`src/rtl/lc4_isa_pkg.sv`:
```
package lc4_isa_pkg;

    localparam int unsigned XLEN      = 16;
    localparam int unsigned REG_SEL_W = 3;
    localparam int unsigned OPC_W     = 4;

    typedef logic [XLEN-1:0]      word_t;
    typedef logic [REG_SEL_W-1:0] reg_sel_t;

    // lsb of each instruction field
    localparam int unsigned OPC_LSB   = 12;
    localparam int unsigned RD_LSB    = 9;
    localparam int unsigned RS_LSB    = 6;
    localparam int unsigned RT_LSB    = 0;
    localparam int unsigned SUBOP_LSB = 3;
    localparam int unsigned IMM_BIT   = 5;

    localparam int unsigned IMM5_W = 5;
    localparam int unsigned IMM6_W = 6;
    localparam int unsigned IMM9_W = 9;

    typedef enum logic [OPC_W-1:0] {
        OP_ARITH = 4'b0001,
        OP_AND   = 4'b0101,
        OP_LDR   = 4'b0110,
        OP_STR   = 4'b0111,
        OP_CONST = 4'b1001
    } opcode_e;

    // register-form sub-ops in insn[5:3]
    localparam logic [2:0] SUBOP_ADD = 3'b000;
    localparam logic [2:0] SUBOP_SUB = 3'b010;
    localparam logic [2:0] SUBOP_AND = 3'b000;

    typedef struct packed {
        reg_sel_t rs;
        reg_sel_t rt;
        reg_sel_t rd;
        logic     rs_re;
        logic     rt_re;
        logic     rf_we;
        logic     is_load;
        logic     is_store;
    } decoded_t;

endpackage

```
`src/rtl/lc4_pipe_pkg.sv`:
```
package lc4_pipe_pkg;

    import lc4_isa_pkg::*;

    // one instruction moving between stages
    typedef struct packed {
        word_t    pc;
        word_t    insn;
        decoded_t dec;
        logic     valid;
    } slot_t;

    // a lane's result offer to the bypass network
    typedef struct packed {
        logic     we;
        reg_sel_t rd;
        word_t    value;
    } fwd_t;

    // what one slot reports when it leaves writeback
    typedef struct packed {
        logic     valid;
        word_t    pc;
        word_t    insn;
        logic     rf_we;
        reg_sel_t wsel;
        word_t    rf_data;
        logic     dmem_we;
        word_t    dmem_addr;
        word_t    dmem_data;
    } retire_t;

endpackage

```
`src/rtl/lc4_alu.sv`:
```
`timescale 1ns/1ps

module lc4_alu import lc4_isa_pkg::*; (
    input  word_t i_insn,
    input  word_t i_rs,
    input  word_t i_rt,
    output word_t o_result
);

    word_t imm5;
    word_t imm6;
    word_t imm9;
    word_t opnd;

    assign imm5 = {{(XLEN-IMM5_W){i_insn[IMM5_W-1]}}, i_insn[IMM5_W-1:0]};
    assign imm6 = {{(XLEN-IMM6_W){i_insn[IMM6_W-1]}}, i_insn[IMM6_W-1:0]};
    assign imm9 = {{(XLEN-IMM9_W){i_insn[IMM9_W-1]}}, i_insn[IMM9_W-1:0]};

    // second operand for ADD and AND
    assign opnd = i_insn[IMM_BIT] ? imm5 : i_rt;

    always_comb begin
        case (i_insn[OPC_LSB +: OPC_W])
            OP_ARITH: begin
                if (!i_insn[IMM_BIT] && i_insn[SUBOP_LSB +: 3] == SUBOP_SUB) begin
                    o_result = i_rs - i_rt;
                end else begin
                    o_result = i_rs + opnd;
                end
            end
            OP_AND:           o_result = i_rs & opnd;
            OP_LDR, OP_STR:   o_result = i_rs + imm6;
            OP_CONST:         o_result = imm9;
            default:          o_result = '0;
        endcase
    end

endmodule

```
`src/rtl/lc4_bypass.sv`:
```
`timescale 1ns/1ps

module lc4_bypass import lc4_isa_pkg::*, lc4_pipe_pkg::*; (
    input  slot_t i_x_a,
    input  slot_t i_x_b,
    input  word_t i_rf_rs_a,
    input  word_t i_rf_rt_a,
    input  word_t i_rf_rs_b,
    input  word_t i_rf_rt_b,
    input  fwd_t  i_m_a,
    input  fwd_t  i_m_b,
    input  fwd_t  i_w_a,
    input  fwd_t  i_w_b,
    input  slot_t i_m_slot_a,
    input  slot_t i_m_slot_b,
    input  word_t i_m_rt_a,
    input  word_t i_m_rt_b,
    output word_t o_rs_a,
    output word_t o_rt_a,
    output word_t o_rs_b,
    output word_t o_rt_b,
    output word_t o_st_a,
    output word_t o_st_b
);

    function automatic logic hit(fwd_t f, reg_sel_t r);
        return f.we && f.rd == r;
    endfunction

    // youngest producer wins with M over W and B over A
    function automatic word_t x_operand(reg_sel_t r, word_t rf_val);
        if (hit(i_m_b, r)) return i_m_b.value;
        if (hit(i_m_a, r)) return i_m_a.value;
        if (hit(i_w_b, r)) return i_w_b.value;
        if (hit(i_w_a, r)) return i_w_a.value;
        return rf_val;
    endfunction

    // store data catches up with writers now in W
    function automatic word_t wm_data(reg_sel_t r, word_t own);
        if (hit(i_w_b, r)) return i_w_b.value;
        if (hit(i_w_a, r)) return i_w_a.value;
        return own;
    endfunction

    assign o_rs_a = x_operand(i_x_a.dec.rs, i_rf_rs_a);
    assign o_rt_a = x_operand(i_x_a.dec.rt, i_rf_rt_a);
    assign o_rs_b = x_operand(i_x_b.dec.rs, i_rf_rs_b);
    assign o_rt_b = x_operand(i_x_b.dec.rt, i_rf_rt_b);

    assign o_st_a = wm_data(i_m_slot_a.dec.rt, i_m_rt_a);

    // A's result in M is younger than anything in W
    assign o_st_b = hit(i_m_a, i_m_slot_b.dec.rt) ? i_m_a.value :
                    wm_data(i_m_slot_b.dec.rt, i_m_rt_b);

endmodule

```
`src/rtl/lc4_decoder.sv`:
```
`timescale 1ns/1ps

module lc4_decoder import lc4_isa_pkg::*; (
    input  word_t    i_insn,
    output decoded_t o_dec
);

    logic [2:0] subop;
    logic       imm_form;

    assign subop    = i_insn[SUBOP_LSB +: 3];
    assign imm_form = i_insn[IMM_BIT];

    always_comb begin
        o_dec    = '0;
        o_dec.rs = i_insn[RS_LSB +: REG_SEL_W];
        o_dec.rt = i_insn[RT_LSB +: REG_SEL_W];
        o_dec.rd = i_insn[RD_LSB +: REG_SEL_W];
        case (i_insn[OPC_LSB +: OPC_W])
            OP_ARITH: begin
                if (imm_form) begin
                    o_dec.rs_re = 1'b1;
                    o_dec.rf_we = 1'b1;
                end else if (subop == SUBOP_ADD || subop == SUBOP_SUB) begin
                    o_dec.rs_re = 1'b1;
                    o_dec.rt_re = 1'b1;
                    o_dec.rf_we = 1'b1;
                end
            end
            OP_AND: begin
                if (imm_form) begin
                    o_dec.rs_re = 1'b1;
                    o_dec.rf_we = 1'b1;
                end else if (subop == SUBOP_AND) begin
                    o_dec.rs_re = 1'b1;
                    o_dec.rt_re = 1'b1;
                    o_dec.rf_we = 1'b1;
                end
            end
            OP_LDR: begin
                o_dec.rs_re   = 1'b1;
                o_dec.rf_we   = 1'b1;
                o_dec.is_load = 1'b1;
            end
            OP_STR: begin
                // store data register sits in the rd field
                o_dec.rt       = i_insn[RD_LSB +: REG_SEL_W];
                o_dec.rs_re    = 1'b1;
                o_dec.rt_re    = 1'b1;
                o_dec.is_store = 1'b1;
            end
            OP_CONST: begin
                o_dec.rf_we = 1'b1;
            end
            default: begin
                o_dec.rf_we = 1'b0;
            end
        endcase
    end

endmodule

```
`src/rtl/lc4_hazard_unit.sv`:
```
`timescale 1ns/1ps

module lc4_hazard_unit import lc4_isa_pkg::*, lc4_pipe_pkg::*; (
    input  slot_t i_d_a,
    input  slot_t i_d_b,
    input  slot_t i_x_a,
    input  slot_t i_x_b,
    output logic  o_switch,
    output logic  o_stall,
    output logic  o_bubble_b
);

    logic ltu_a;
    logic ltu_b;
    logic b_needs_a;
    logic both_mem;

    // operands consumed in execute while store data waits for M
    function automatic logic reads_in_x(slot_t s, reg_sel_t r);
        return s.valid && ((s.dec.rs_re && s.dec.rs == r) ||
                           (s.dec.rt_re && !s.dec.is_store && s.dec.rt == r));
    endfunction

    // a load in execute that is still the newest writer of r
    function automatic logic load_pending(reg_sel_t r);
        logic ld_b;
        logic wr_b;
        logic ld_a;
        ld_b = i_x_b.valid && i_x_b.dec.is_load && i_x_b.dec.rd == r;
        wr_b = i_x_b.valid && i_x_b.dec.rf_we && i_x_b.dec.rd == r;
        ld_a = i_x_a.valid && i_x_a.dec.is_load && i_x_a.dec.rd == r;
        return ld_b || (ld_a && !wr_b);
    endfunction

    function automatic logic load_use(slot_t d);
        return (reads_in_x(d, d.dec.rs) && d.dec.rs_re && load_pending(d.dec.rs)) ||
               (reads_in_x(d, d.dec.rt) && d.dec.rt_re && load_pending(d.dec.rt));
    endfunction

    assign ltu_a = load_use(i_d_a);
    assign ltu_b = load_use(i_d_b);

    assign b_needs_a = i_d_a.valid && i_d_a.dec.rf_we && reads_in_x(i_d_b, i_d_a.dec.rd);

    // one data memory port
    assign both_mem = i_d_a.valid && i_d_b.valid &&
                      (i_d_a.dec.is_load || i_d_a.dec.is_store) &&
                      (i_d_b.dec.is_load || i_d_b.dec.is_store);

    assign o_stall    = ltu_a;
    assign o_switch   = !ltu_a && i_d_a.valid && (b_needs_a || both_mem || ltu_b);
    assign o_bubble_b = o_stall || o_switch;

endmodule

```
`src/rtl/lc4_lane.sv`:
```
`timescale 1ns/1ps

module lc4_lane import lc4_isa_pkg::*, lc4_pipe_pkg::*; (
    input  logic    gwe,
    input  logic    i_reset,
    input  slot_t   i_issue,
    input  word_t   i_rs,
    input  word_t   i_rt,
    input  word_t   i_st,
    input  word_t   i_dmem_data,
    output slot_t   o_x,
    output slot_t   o_m_slot,
    output word_t   o_m_rt,
    output fwd_t    o_m_fwd,
    output fwd_t    o_w_fwd,
    output logic    o_dmem_req,
    output word_t   o_dmem_addr,
    output retire_t o_retire
);

    slot_t x_q;
    slot_t m_q;
    slot_t w_q;
    word_t alu_result;
    word_t m_alu_q;
    word_t m_rt_q;
    word_t w_alu_q;
    word_t w_ld_q;
    word_t w_st_q;
    word_t wb_data;
    logic  m_mem;
    logic  w_mem;

    lc4_alu u_alu (
        .i_insn   (x_q.insn),
        .i_rs     (i_rs),
        .i_rt     (i_rt),
        .o_result (alu_result)
    );

    always_ff @(posedge gwe) begin
        x_q <= i_issue;
        m_q <= x_q;
        w_q <= m_q;
        if (i_reset) begin
            x_q.valid <= 1'b0;
            m_q.valid <= 1'b0;
            w_q.valid <= 1'b0;
        end
    end

    always_ff @(posedge gwe) begin
        m_alu_q <= alu_result;
        m_rt_q  <= i_rt;
        w_alu_q <= m_alu_q;
        w_ld_q  <= i_dmem_data;
        w_st_q  <= i_st;
    end

    assign m_mem   = m_q.dec.is_load || m_q.dec.is_store;
    assign w_mem   = w_q.dec.is_load || w_q.dec.is_store;
    assign wb_data = w_q.dec.is_load ? w_ld_q : w_alu_q;

    // a load in M has no data yet
    assign o_m_fwd = '{we: m_q.valid && m_q.dec.rf_we && !m_q.dec.is_load,
                       rd: m_q.dec.rd, value: m_alu_q};
    assign o_w_fwd = '{we: w_q.valid && w_q.dec.rf_we, rd: w_q.dec.rd, value: wb_data};

    assign o_x         = x_q;
    assign o_m_slot    = m_q;
    assign o_m_rt      = m_rt_q;
    assign o_dmem_req  = m_q.valid && m_mem;
    assign o_dmem_addr = m_alu_q;

    always_comb begin
        o_retire.valid     = w_q.valid;
        o_retire.pc        = w_q.pc;
        o_retire.insn      = w_q.insn;
        o_retire.rf_we     = w_q.valid && w_q.dec.rf_we;
        o_retire.wsel      = w_q.dec.rf_we ? w_q.dec.rd : '0;
        o_retire.rf_data   = w_q.dec.rf_we ? wb_data : '0;
        o_retire.dmem_we   = w_q.valid && w_q.dec.is_store;
        o_retire.dmem_addr = w_mem ? w_alu_q : '0;
        o_retire.dmem_data = w_q.dec.is_load  ? w_ld_q :
                             w_q.dec.is_store ? w_st_q : '0;
    end

endmodule

```
`src/rtl/lc4_regfile_ss.sv`:
```
`timescale 1ns/1ps

module lc4_regfile_ss import lc4_isa_pkg::*, lc4_pipe_pkg::*; (
    input  logic     gwe,
    input  logic     i_reset,
    input  reg_sel_t i_rs_a,
    input  reg_sel_t i_rt_a,
    input  reg_sel_t i_rs_b,
    input  reg_sel_t i_rt_b,
    output word_t    o_rs_a,
    output word_t    o_rt_a,
    output word_t    o_rs_b,
    output word_t    o_rt_b,
    input  fwd_t     i_wr_a,
    input  fwd_t     i_wr_b
);

    localparam int unsigned NREGS = 2 ** REG_SEL_W;

    word_t regs_q [NREGS];

    // same-cycle writes show on the read side with slot B first
    function automatic word_t read_port(reg_sel_t sel);
        if (i_wr_b.we && i_wr_b.rd == sel) begin
            return i_wr_b.value;
        end else if (i_wr_a.we && i_wr_a.rd == sel) begin
            return i_wr_a.value;
        end
        return regs_q[sel];
    endfunction

    assign o_rs_a = read_port(i_rs_a);
    assign o_rt_a = read_port(i_rt_a);
    assign o_rs_b = read_port(i_rs_b);
    assign o_rt_b = read_port(i_rt_b);

    always_ff @(posedge gwe) begin
        if (i_reset) begin
            for (int i = 0; i < NREGS; i++) begin
                regs_q[i] <= '0;
            end
        end else begin
            if (i_wr_a.we) begin
                regs_q[i_wr_a.rd] <= i_wr_a.value;
            end
            // B is younger, so it lands last
            if (i_wr_b.we) begin
                regs_q[i_wr_b.rd] <= i_wr_b.value;
            end
        end
    end

endmodule

```
`src/rtl/lc4_superscalar.sv`:
```
`timescale 1ns/1ps

module lc4_superscalar import lc4_isa_pkg::*, lc4_pipe_pkg::*; #(
    parameter word_t RESET_PC = 16'h8200
) (
    input  logic    gwe,
    input  logic    i_reset,
    output word_t   o_cur_pc,
    input  word_t   i_insn_a,
    input  word_t   i_insn_b,
    output word_t   o_dmem_addr,
    output word_t   o_dmem_towrite,
    output logic    o_dmem_we,
    input  word_t   i_dmem_data,
    output retire_t o_retire_a,
    output retire_t o_retire_b
);

    word_t    pc_q;
    slot_t    d_a_q, d_b_q;
    slot_t    fetch_a, fetch_b;
    slot_t    issue_a, issue_b;
    decoded_t dec_f_a, dec_f_b;
    logic     stall, pipe_switch, bubble_b;
    slot_t    x_a, x_b, m_slot_a, m_slot_b;
    word_t    rf_rs_a, rf_rt_a, rf_rs_b, rf_rt_b;
    word_t    rs_a, rt_a, rs_b, rt_b, st_a, st_b;
    word_t    m_rt_a, m_rt_b;
    fwd_t     m_fwd_a, m_fwd_b, w_fwd_a, w_fwd_b;
    logic     req_a, req_b;
    word_t    addr_a, addr_b;

    // the fetched pair is decoded on its way into the decode registers
    lc4_decoder u_dec_a (.i_insn(i_insn_a), .o_dec(dec_f_a));
    lc4_decoder u_dec_b (.i_insn(i_insn_b), .o_dec(dec_f_b));

    assign fetch_a = '{pc: pc_q, insn: i_insn_a, dec: dec_f_a, valid: 1'b1};
    assign fetch_b = '{pc: pc_q + word_t'(1), insn: i_insn_b, dec: dec_f_b, valid: 1'b1};

    always_ff @(posedge gwe) begin
        if (i_reset) begin
            pc_q        <= RESET_PC;
            d_a_q.valid <= 1'b0;
            d_b_q.valid <= 1'b0;
        end else if (!stall) begin
            if (pipe_switch) begin
                // A goes alone, B slides over and the word at pc refills B
                d_a_q <= d_b_q;
                d_b_q <= fetch_a;
                pc_q  <= pc_q + word_t'(1);
            end else begin
                d_a_q <= fetch_a;
                d_b_q <= fetch_b;
                pc_q  <= pc_q + word_t'(2);
            end
        end
    end

    always_comb begin
        issue_a = d_a_q;
        issue_b = d_b_q;
        if (stall) begin
            issue_a.valid = 1'b0;
        end
        if (bubble_b) begin
            issue_b.valid = 1'b0;
        end
    end

    lc4_hazard_unit u_hazard (
        .i_d_a(d_a_q), .i_d_b(d_b_q), .i_x_a(x_a), .i_x_b(x_b),
        .o_switch(pipe_switch), .o_stall(stall), .o_bubble_b(bubble_b)
    );

    // operands are read with the execute-stage selects
    lc4_regfile_ss u_regfile (
        .gwe(gwe), .i_reset(i_reset),
        .i_rs_a(x_a.dec.rs), .i_rt_a(x_a.dec.rt), .i_rs_b(x_b.dec.rs), .i_rt_b(x_b.dec.rt),
        .o_rs_a(rf_rs_a), .o_rt_a(rf_rt_a), .o_rs_b(rf_rs_b), .o_rt_b(rf_rt_b),
        .i_wr_a(w_fwd_a), .i_wr_b(w_fwd_b)
    );

    lc4_bypass u_bypass (
        .i_x_a(x_a), .i_x_b(x_b),
        .i_rf_rs_a(rf_rs_a), .i_rf_rt_a(rf_rt_a), .i_rf_rs_b(rf_rs_b), .i_rf_rt_b(rf_rt_b),
        .i_m_a(m_fwd_a), .i_m_b(m_fwd_b), .i_w_a(w_fwd_a), .i_w_b(w_fwd_b),
        .i_m_slot_a(m_slot_a), .i_m_slot_b(m_slot_b), .i_m_rt_a(m_rt_a), .i_m_rt_b(m_rt_b),
        .o_rs_a(rs_a), .o_rt_a(rt_a), .o_rs_b(rs_b), .o_rt_b(rt_b),
        .o_st_a(st_a), .o_st_b(st_b)
    );

    lc4_lane u_lane_a (
        .gwe(gwe), .i_reset(i_reset), .i_issue(issue_a),
        .i_rs(rs_a), .i_rt(rt_a), .i_st(st_a), .i_dmem_data(i_dmem_data),
        .o_x(x_a), .o_m_slot(m_slot_a), .o_m_rt(m_rt_a),
        .o_m_fwd(m_fwd_a), .o_w_fwd(w_fwd_a),
        .o_dmem_req(req_a), .o_dmem_addr(addr_a), .o_retire(o_retire_a)
    );

    lc4_lane u_lane_b (
        .gwe(gwe), .i_reset(i_reset), .i_issue(issue_b),
        .i_rs(rs_b), .i_rt(rt_b), .i_st(st_b), .i_dmem_data(i_dmem_data),
        .o_x(x_b), .o_m_slot(m_slot_b), .o_m_rt(m_rt_b),
        .o_m_fwd(m_fwd_b), .o_w_fwd(w_fwd_b),
        .o_dmem_req(req_b), .o_dmem_addr(addr_b), .o_retire(o_retire_b)
    );

    // at most one lane is in M with a memory op
    always_comb begin
        o_dmem_addr    = '0;
        o_dmem_we      = 1'b0;
        o_dmem_towrite = '0;
        if (req_a) begin
            o_dmem_addr    = addr_a;
            o_dmem_we      = m_slot_a.dec.is_store;
            o_dmem_towrite = st_a;
        end else if (req_b) begin
            o_dmem_addr    = addr_b;
            o_dmem_we      = m_slot_b.dec.is_store;
            o_dmem_towrite = st_b;
        end
    end

    assign o_cur_pc = pc_q;

endmodule
```
`config.mk`:
```
export PLATFORM = sky130hd
export DESIGN_NAME = lc4_superscalar
export DESIGN_NICKNAME = d
export VERILOG_FILES = /design/src/rtl/lc4_isa_pkg.sv /design/src/rtl/lc4_pipe_pkg.sv /design/src/rtl/lc4_alu.sv /design/src/rtl/lc4_bypass.sv /design/src/rtl/lc4_decoder.sv /design/src/rtl/lc4_hazard_unit.sv /design/src/rtl/lc4_lane.sv /design/src/rtl/lc4_regfile_ss.sv /design/src/rtl/lc4_superscalar.sv
export SDC_FILE = /design/constraint.sdc
export NUM_CORES = 1
export LEC_CHECK = 0
export BUFFER_PORTS_ARGS = -buffer_cell sky130_fd_sc_hd__buf_4
export CORE_AREA = 2 2 276 278
export CTS_CLUSTER_DIAMETER = 150
export DETAILED_ROUTE_END_ITERATION = 7
export DIE_AREA = 0 0 278 280
export PLACE_DENSITY_LB_ADDON = 0.08
export SLEW_MARGIN = 20
export SYNTH_ARGS = -nofsm -noshare
export SYNTH_HDL_FRONTEND = slang
export SYNTH_SLANG_ARGS = --single-unit
export TNS_END_PERCENT = 30
```
`constraint.sdc`:
```
create_clock -name gwe -period 6.9 [get_ports gwe]
set_input_delay 0.345 -clock gwe [delete_from_list [all_inputs] [get_ports gwe]]
set_output_delay 0.345 -clock gwe [all_outputs]
set_load 0.1 [all_outputs]
```
==> results.ini, run 1 <==
[sta]
final-hold-violation-count = 0
finalMaxSlewViolations = 0
fin_skew_ns = 0.0348
setup_viol_count_final = 0
fin_crit_ns = 6.50
fmax_mhz = 154
setup_tns_ns = 0
rsz0062_at_grt = false
period_share_pct = 94.2
worstMarginPinSlew_ns = 1.16
relSlewSlack_pct = 22.4

[setup_path]
critical_path_required_ns = 7.44
critPathCaptureType = flip-flop
worstReg2RegStart = u_regfile.i_rt_a[1]$_DFF_P_
crit_type = flip-flop to flip-flop
crit_arrival_ns = 7.03
startpoint_type = flip-flop
cp-startpoint = u_regfile.i_rt_a[1]$_DFF_P_
crit_fanout = 16

[detailed_routing]
drtAntennaViolNets = 0
detail_route.iter0.violations = 3326
drcViolationCount = 0
route.final.wire_length_mm = 130
vias_per_cell = 6.20
post_drt_wl_per_cell_um = 28.9
first_pass_iters = 8
vias = 28000

[floorplanning]
initial_core_util_pct = 42.4
dieHeight_um = 280
die_x_um = 278
core-area_mm2 = 0.0752
fp.dieArea_mm2 = 0.0778
fp-row-count = 101
ioPinCount = 271

[placement]
place_inst = 4335
gp_congestion = 1.01
dpl.hpwl_mm = 96.7
port-buffer-count = 270

[synthesis]
syn_area_mm2 = 0.0319
synth_top_area_share_pct = 24.5
yosys_warnings = 0
synth_most_common_cell = nand2_1
synth_commonest_cells = nand2_1 (404), dfxtp_1 (390), edfxtp_1 (208)
ys_types = 91
ys.flop_type = dfxtp_1
postSynthCellCount = 3207
ys_ff_latch = 598
synthArstFlopShare_pct = 0
post_synth.cell_area_avg_um2 = 9.94
synth-edff-count = 208
syn-num-nets = 3296
yosysSeqAreaShare_pct = 44.1
synth.area.top_cells = dfxtp_1 (24%), edfxtp_1 (20%), mux4_2 (8.1%)
yosysTopAreaCell = dfxtp_1

[layout]
diodes = 0
layout.nets = 3568
seqCellArea_mm2 = 0.0141
n_fill_cell = 6812
multiInputGateArea_mm2 = 0.0164
area_growth_pct = 20.1
drive_gt1_share_pct = 22.8
final_cells = 4513

[clocking]
cts_buffer_depth = 3
cts_root_buf = clkbuf_16
clock_latency_ns = 0.65
cts_tree = done
cts.sinks = 598
htreeDepth = 3
numCtsBuffers = 69
clk_pin_slew_ns = 0.06

[outcome]
status = complete, no violations

[worst_hold_path]
hp-start = i_insn_a[14]
min_path_type = primary input to flip-flop

[pwr]
cellLeakagePower_nw = 15.2
irDropWorstVdd_mv = 0.218
powerDensity_mw_per_mm2 = 297

[grt]
grt_max_degree = 79
antenna_found_initial = 2
grt_overflow_total = 0
groute.usage.overall_pct = 32.7
grt_pass1_vias = 27000
grt_first_pass_wirelength_mm = 187

[job]
cap_violations = 0

-- metrics by stage --
stage / total power [mW] / worst slack [ns] / hold slack [ns] / instance area [um^2] / utilization (%)
detailed placement: 7.37 / 0.233 / 0.312 / 35300 / 46.9
CTS: 11.3 / 0.223 / 0.000870 / 38200 / 50.9
global route: 11.7 / 0.00382 / 0.0340 / 38300 / 50.9
global placement: 7.35 / 0.266 / 0.311 / 35300 / 46.9
finish: 11.4 / 0.402 / 0.0201 / 38300 / 50.9
floorplan: 6.27 / 0.306 / 0.310 / 31900 / -
-- cells in the final DEF (no fill, tap or decap), types with 87 or more instances in the layout --
cell type / Yosys / layout
mux4_2: 114 / 114
xnor2_1: 87 / 87
edfxtp_1: 208 / 208
xor2_1: 94 / 94
o22ai_1: 149 / 149
buf_4: 70 / 449
mux2i_1: 124 / 113
dfxtp_1: 390 / 379
o21ai_0: 149 / 148
nand2_1: 404 / 403
nor2b_1: 96 / 96
a21oi_1: 203 / 202
nor2_1: 200 / 198
-- per-layer routing --
layer	part of all wire, %	wire length, um	track usage, %
met1	41	53200	43.5
met2	45	58300	51.6
met3	8.5	11100	4.90
met4	5.9	7730	17.2
met5	0.021	27	0
-- report_power, final --
part / switching (mW) / total [mW] / internal (mW)
logic: 2.15 / 3.17 / 1.01
clock network: 1.63 / 3.95 / 2.32
registers: 0.297 / 4.23 / 3.94
total: 4.08 / 11.4 / 7.28
-- cell families (layout without fill, tap and decap cells) --
family / after synthesis / after routing / synth area share (%)
buffers and inverters: 343 / 671 / 5.08
xor gates and xnor gates: 182 / 182 / 5.05
AOI/OAI and AO/OA: 810 / 810 / 16.5
adders and majority gates: 39 / 39 / 1.58
muxes: 294 / 294 / 13.9
DFF: 598 / 598 / 44.1
and+or+nand+nor: 941 / 941 / 13.8
-- state kept, by name (all words and copies together) (netlist names), 33 cells and up --
register,count
d_a_q,41
u_lane_a.o_retire,33
u_regfile.regs_q,128
u_lane_b.o_x,36
u_lane_a.o_x,36
u_lane_b.o_m_slot,39
u_lane_b.o_retire,33
u_lane_a.o_m_slot,39
d_b_q,41
-- final cells by class --
type                    instances  area share [%]
flip-flops and latches        598            36.8
clock inverters                37            1.35
repair buffers                504            10.3
well taps                     978            3.20
inverters                      40           0.402
clock buffers                  90            5.15
multi-input cells            2266            42.8
-- path summary, 6_finish.rpt --
check / endpoint / slack, ns / depth (start not counted)
max: u_lane_a.o_dmem_addr[15]$_DFF_P_ / 0.40 / 22
min: d_b_q[29]$_DFFE_PP_ / 0.02 / 3
max reg2reg: u_lane_a.o_dmem_addr[15]$_DFF_P_ / 0.40 / 22
min reg2reg: u_lane_b.o_retire[77]$_DFF_P_ / 0.32 / 0
-- repair_timing --
item / 4_1_cts / 5_1_grt
hold endpoints to repair: 43 / 0
setup buffers: 0 / 0
hold buffers: 51 / 0
gates resized for setup: 0 / 16
endpoints found under the setup margin: 0 / 3
-- worst max-delay path, cell delays in order, from the launching register on --
cell	delay, ns
dfxtp_4	0.52
buf_4	0.34
mux2i_1	0.32
o22ai_1	0.14
or3_1	0.43
a211o_1	0.37
a211oi_1	0.59
nand3_1	0.30
buf_4	0.23
o31ai_1	0.20
a311o_1	0.21
o31ai_2	0.13
nor3_1	0.25
nand2_1	0.09
xor2_1	0.14
a21oi_1	0.08
ha_1	0.39
and3_1	0.17
a211o_1	0.28
a21oi_1	0.17
xor2_1	0.22
xor3_1	0.45
a311o_1	0.35
(Power assumes the default switching activity.)
==> inputs of run 2 (changes only) <==
--- a/config.mk
+++ b/config.mk
@@ -6,13 +6,14 @@
 export NUM_CORES = 1
 export LEC_CHECK = 0
 export BUFFER_PORTS_ARGS = -buffer_cell sky130_fd_sc_hd__buf_4
-export CORE_AREA = 2 2 276 278
+export CORE_AREA = 2 2 291 293
 export CTS_CLUSTER_DIAMETER = 150
 export DETAILED_ROUTE_END_ITERATION = 7
-export DIE_AREA = 0 0 278 280
+export DIE_AREA = 0 0 293 295
 export PLACE_DENSITY_LB_ADDON = 0.08
 export SLEW_MARGIN = 20
 export SYNTH_ARGS = -nofsm -noshare
 export SYNTH_HDL_FRONTEND = slang
+export SYNTH_HIERARCHICAL = 1
 export SYNTH_SLANG_ARGS = --single-unit
 export TNS_END_PERCENT = 30
==> run 2 against run 1 <==
  * Maximum frequency is 1.8% lower
  * Worst hold slack better by 0.0075 ns
  * Sequential cell count rose by 52
  * Setup slack lost 0.12 ns
  * Die area up 11%
  * Clock skew is 0.013 ns higher
  * Sequential power up 7.8%
  * Clock power up 6.1%
  * Final area grew 12%
  * Largest cell class unchanged
  * Global-route usage down 0.61 points
  * Sequential share of layout area shrank 1.2 points
  * Core utilization is 0.58 points higher
==> results.ini, run 2 <==
[placement]
dpl.hpwl_mm = 104
gp_congestion = 0.989
port-buffer-count = 270
placed_area_mm2 = 0.0397
post-place-ws_ns = 0.136

[setup_path]
crit_path_max_incr_delay_ns = 0.56
critical_path_required_ns = 7.49
critPathCaptureType = flip-flop
crit_fanout = 28
startpoint_type = flip-flop
critPathBufInv = 1
crit_type = flip-flop to flip-flop
crit_arrival_ns = 7.21
crit_family = simple AND/OR/NAND/NOR gates
reg2reg_slack_ns = 0.28
crit_slowest_cell = mux4_2

[synthesis]
syn-num-nets = 3515
postSynthCellCount = 3424
yosys_warnings = 6
post_synth.cell_area_avg_um2 = 10.8
syn_area_mm2 = 0.0370

[clocking]
cts.sinks = 650
numCtsBuffers = 75
cts_buffer_depth = 3
htreeDepth = 3
clock_latency_ns = 0.67
cts_tree = done
cts_root_buf = clkbuf_16
clk_pin_slew_ns = 0.06

[layout]
n_fill_cell = 7402
seqCellArea_mm2 = 0.0152
largest_register = u_regfile/regs_q
layout.nets = 3680
stdcell_area_mm2 = 0.0428
final_common_cell = buf_4
area_growth_pct = 15.8
drive_gt1_share_pct = 29.4
largest_register_ffs = 128
top_regs = u_regfile/regs_q (128), d_a_q (47), d_b_q (47)
multiInputGateArea_mm2 = 0.0193
layout_common_cells = buf_4 (470), dfxtp_1 (420), nand2_1 (253)

[pwr]
netSwitchingFraction_pct = 35.1
clock_power_share_pct = 34.9
powerDensity_mw_per_mm2 = 281
cellLeakagePower_nw = 16.8
irDropWorstVdd_mv = 0.255
finalPower_mw = 12.0
p_sw_mw = 4.22
seq_power_share_pct = 38.0
p_int_mw = 7.81
pwr-share-comb_pct = 27.2

[sta]
fmax_mhz = 151
final-hold-violation-count = 0
fin_skew_ns = 0.0481
whs_ns = 0.0275
setup_viol_count_final = 0
relSlewSlack_pct = 19.8
worstMarginPinSlew_ns = 1.20
period_share_pct = 95.9
fin_crit_ns = 6.62
setup_ws_ns = 0.280
finalMaxSlewViolations = 0
setup_tns_ns = 0

[detailed_routing]
vias = 30000
drtAntennaViolNets = 0
drcViolationCount = 0
first_pass_iters = 5
post_drt_wl_per_cell_um = 30.1
vias_per_cell = 6.35
detail_route.iter0.violations = 2663
route.final.wire_length_mm = 142

[job]
cap_violations = 0

[grt]
grt_pass1_vias = 29400
grt_overflow_total = 0
groute.usage.overall_pct = 32.1
grt_max_degree = 80
grt_first_pass_wirelength_mm = 204
antenna_found_initial = 5

[floorplanning]
initial_core_util_pct = 44.5
fp-row-count = 106
dieHeight_um = 295
core-area_mm2 = 0.0832
fp.dieArea_mm2 = 0.0864
die_x_um = 293
ioPinCount = 271

[outcome]
status = complete, no violations

[worst_hold_path]
min_path_type = primary input to flip-flop

==> run 2: area by class of cell <==
cell class | count | area share [%]
Multi-Input combinational cell | 2286 | 45.1
Sequential cell | 650 | 35.6
Timing Repair Buffer | 516 | 9.52
Clock buffer | 101 | 5.00
Tap cell | 1080 | 3.15
Clock inverter | 36 | 1.15
Inverter | 60 | 0.526
Antenna cell | 1 | 0.00584
==> run 2: through the flow <==
step	utilization, %	cells
2_1_floorplan	-	3424
3_3_place_gp	47.7	4551
3_5_place_dp	47.8	4553
4_1_cts	51.3	4722
5_1_grt	51.5	4729
6_report	51.5	4730
==> run 2: final timing paths <==
check                                     endpoint  depth (start not counted)                     from
setup / recovery  u_lane_b/o_dmem_addr[15]$_DFF_P_                         25  u_lane_b/o_x[9]$_DFF_P_
hold / removal                 d_a_q[16]$_DFFE_PP_                          2              i_insn_a[1]
setup reg to reg  u_lane_b/o_dmem_addr[15]$_DFF_P_                         25  u_lane_b/o_x[9]$_DFF_P_
hold reg to reg       u_lane_a/o_m_slot[1]$_DFF_P_                          0  u_lane_a/o_x[1]$_DFF_P_
==> run 2: routing by layer <==
layer	up-vias	GRT usage, %	part of all wire [%]
li1	13200	-	-
met1	15000	41.0	40
met2	1580	52.0	46
met3	357	6.27	8.2
met4	0	16.0	5.3
met5	-	0	0
==> run 2: power groups by stage <==
stage	logic [mW]	clock network [mW]	registers (mW)
after global placement	3.15	0	4.63
final	3.27	4.19	4.56
after detailed placement	3.17	0	4.64
after global routing	3.41	4.40	4.58
after floorplan	2.31	0	4.46
after CTS	3.20	4.27	4.56
==> run 2: what timing repair did <==
item	4_1_cts	5_1_grt
hold buffers	32	0
setup endpoints to repair	0	3
buffers inserted	0	4
gates resized for setup	0	20
endpoints found under the hold margin	48	0
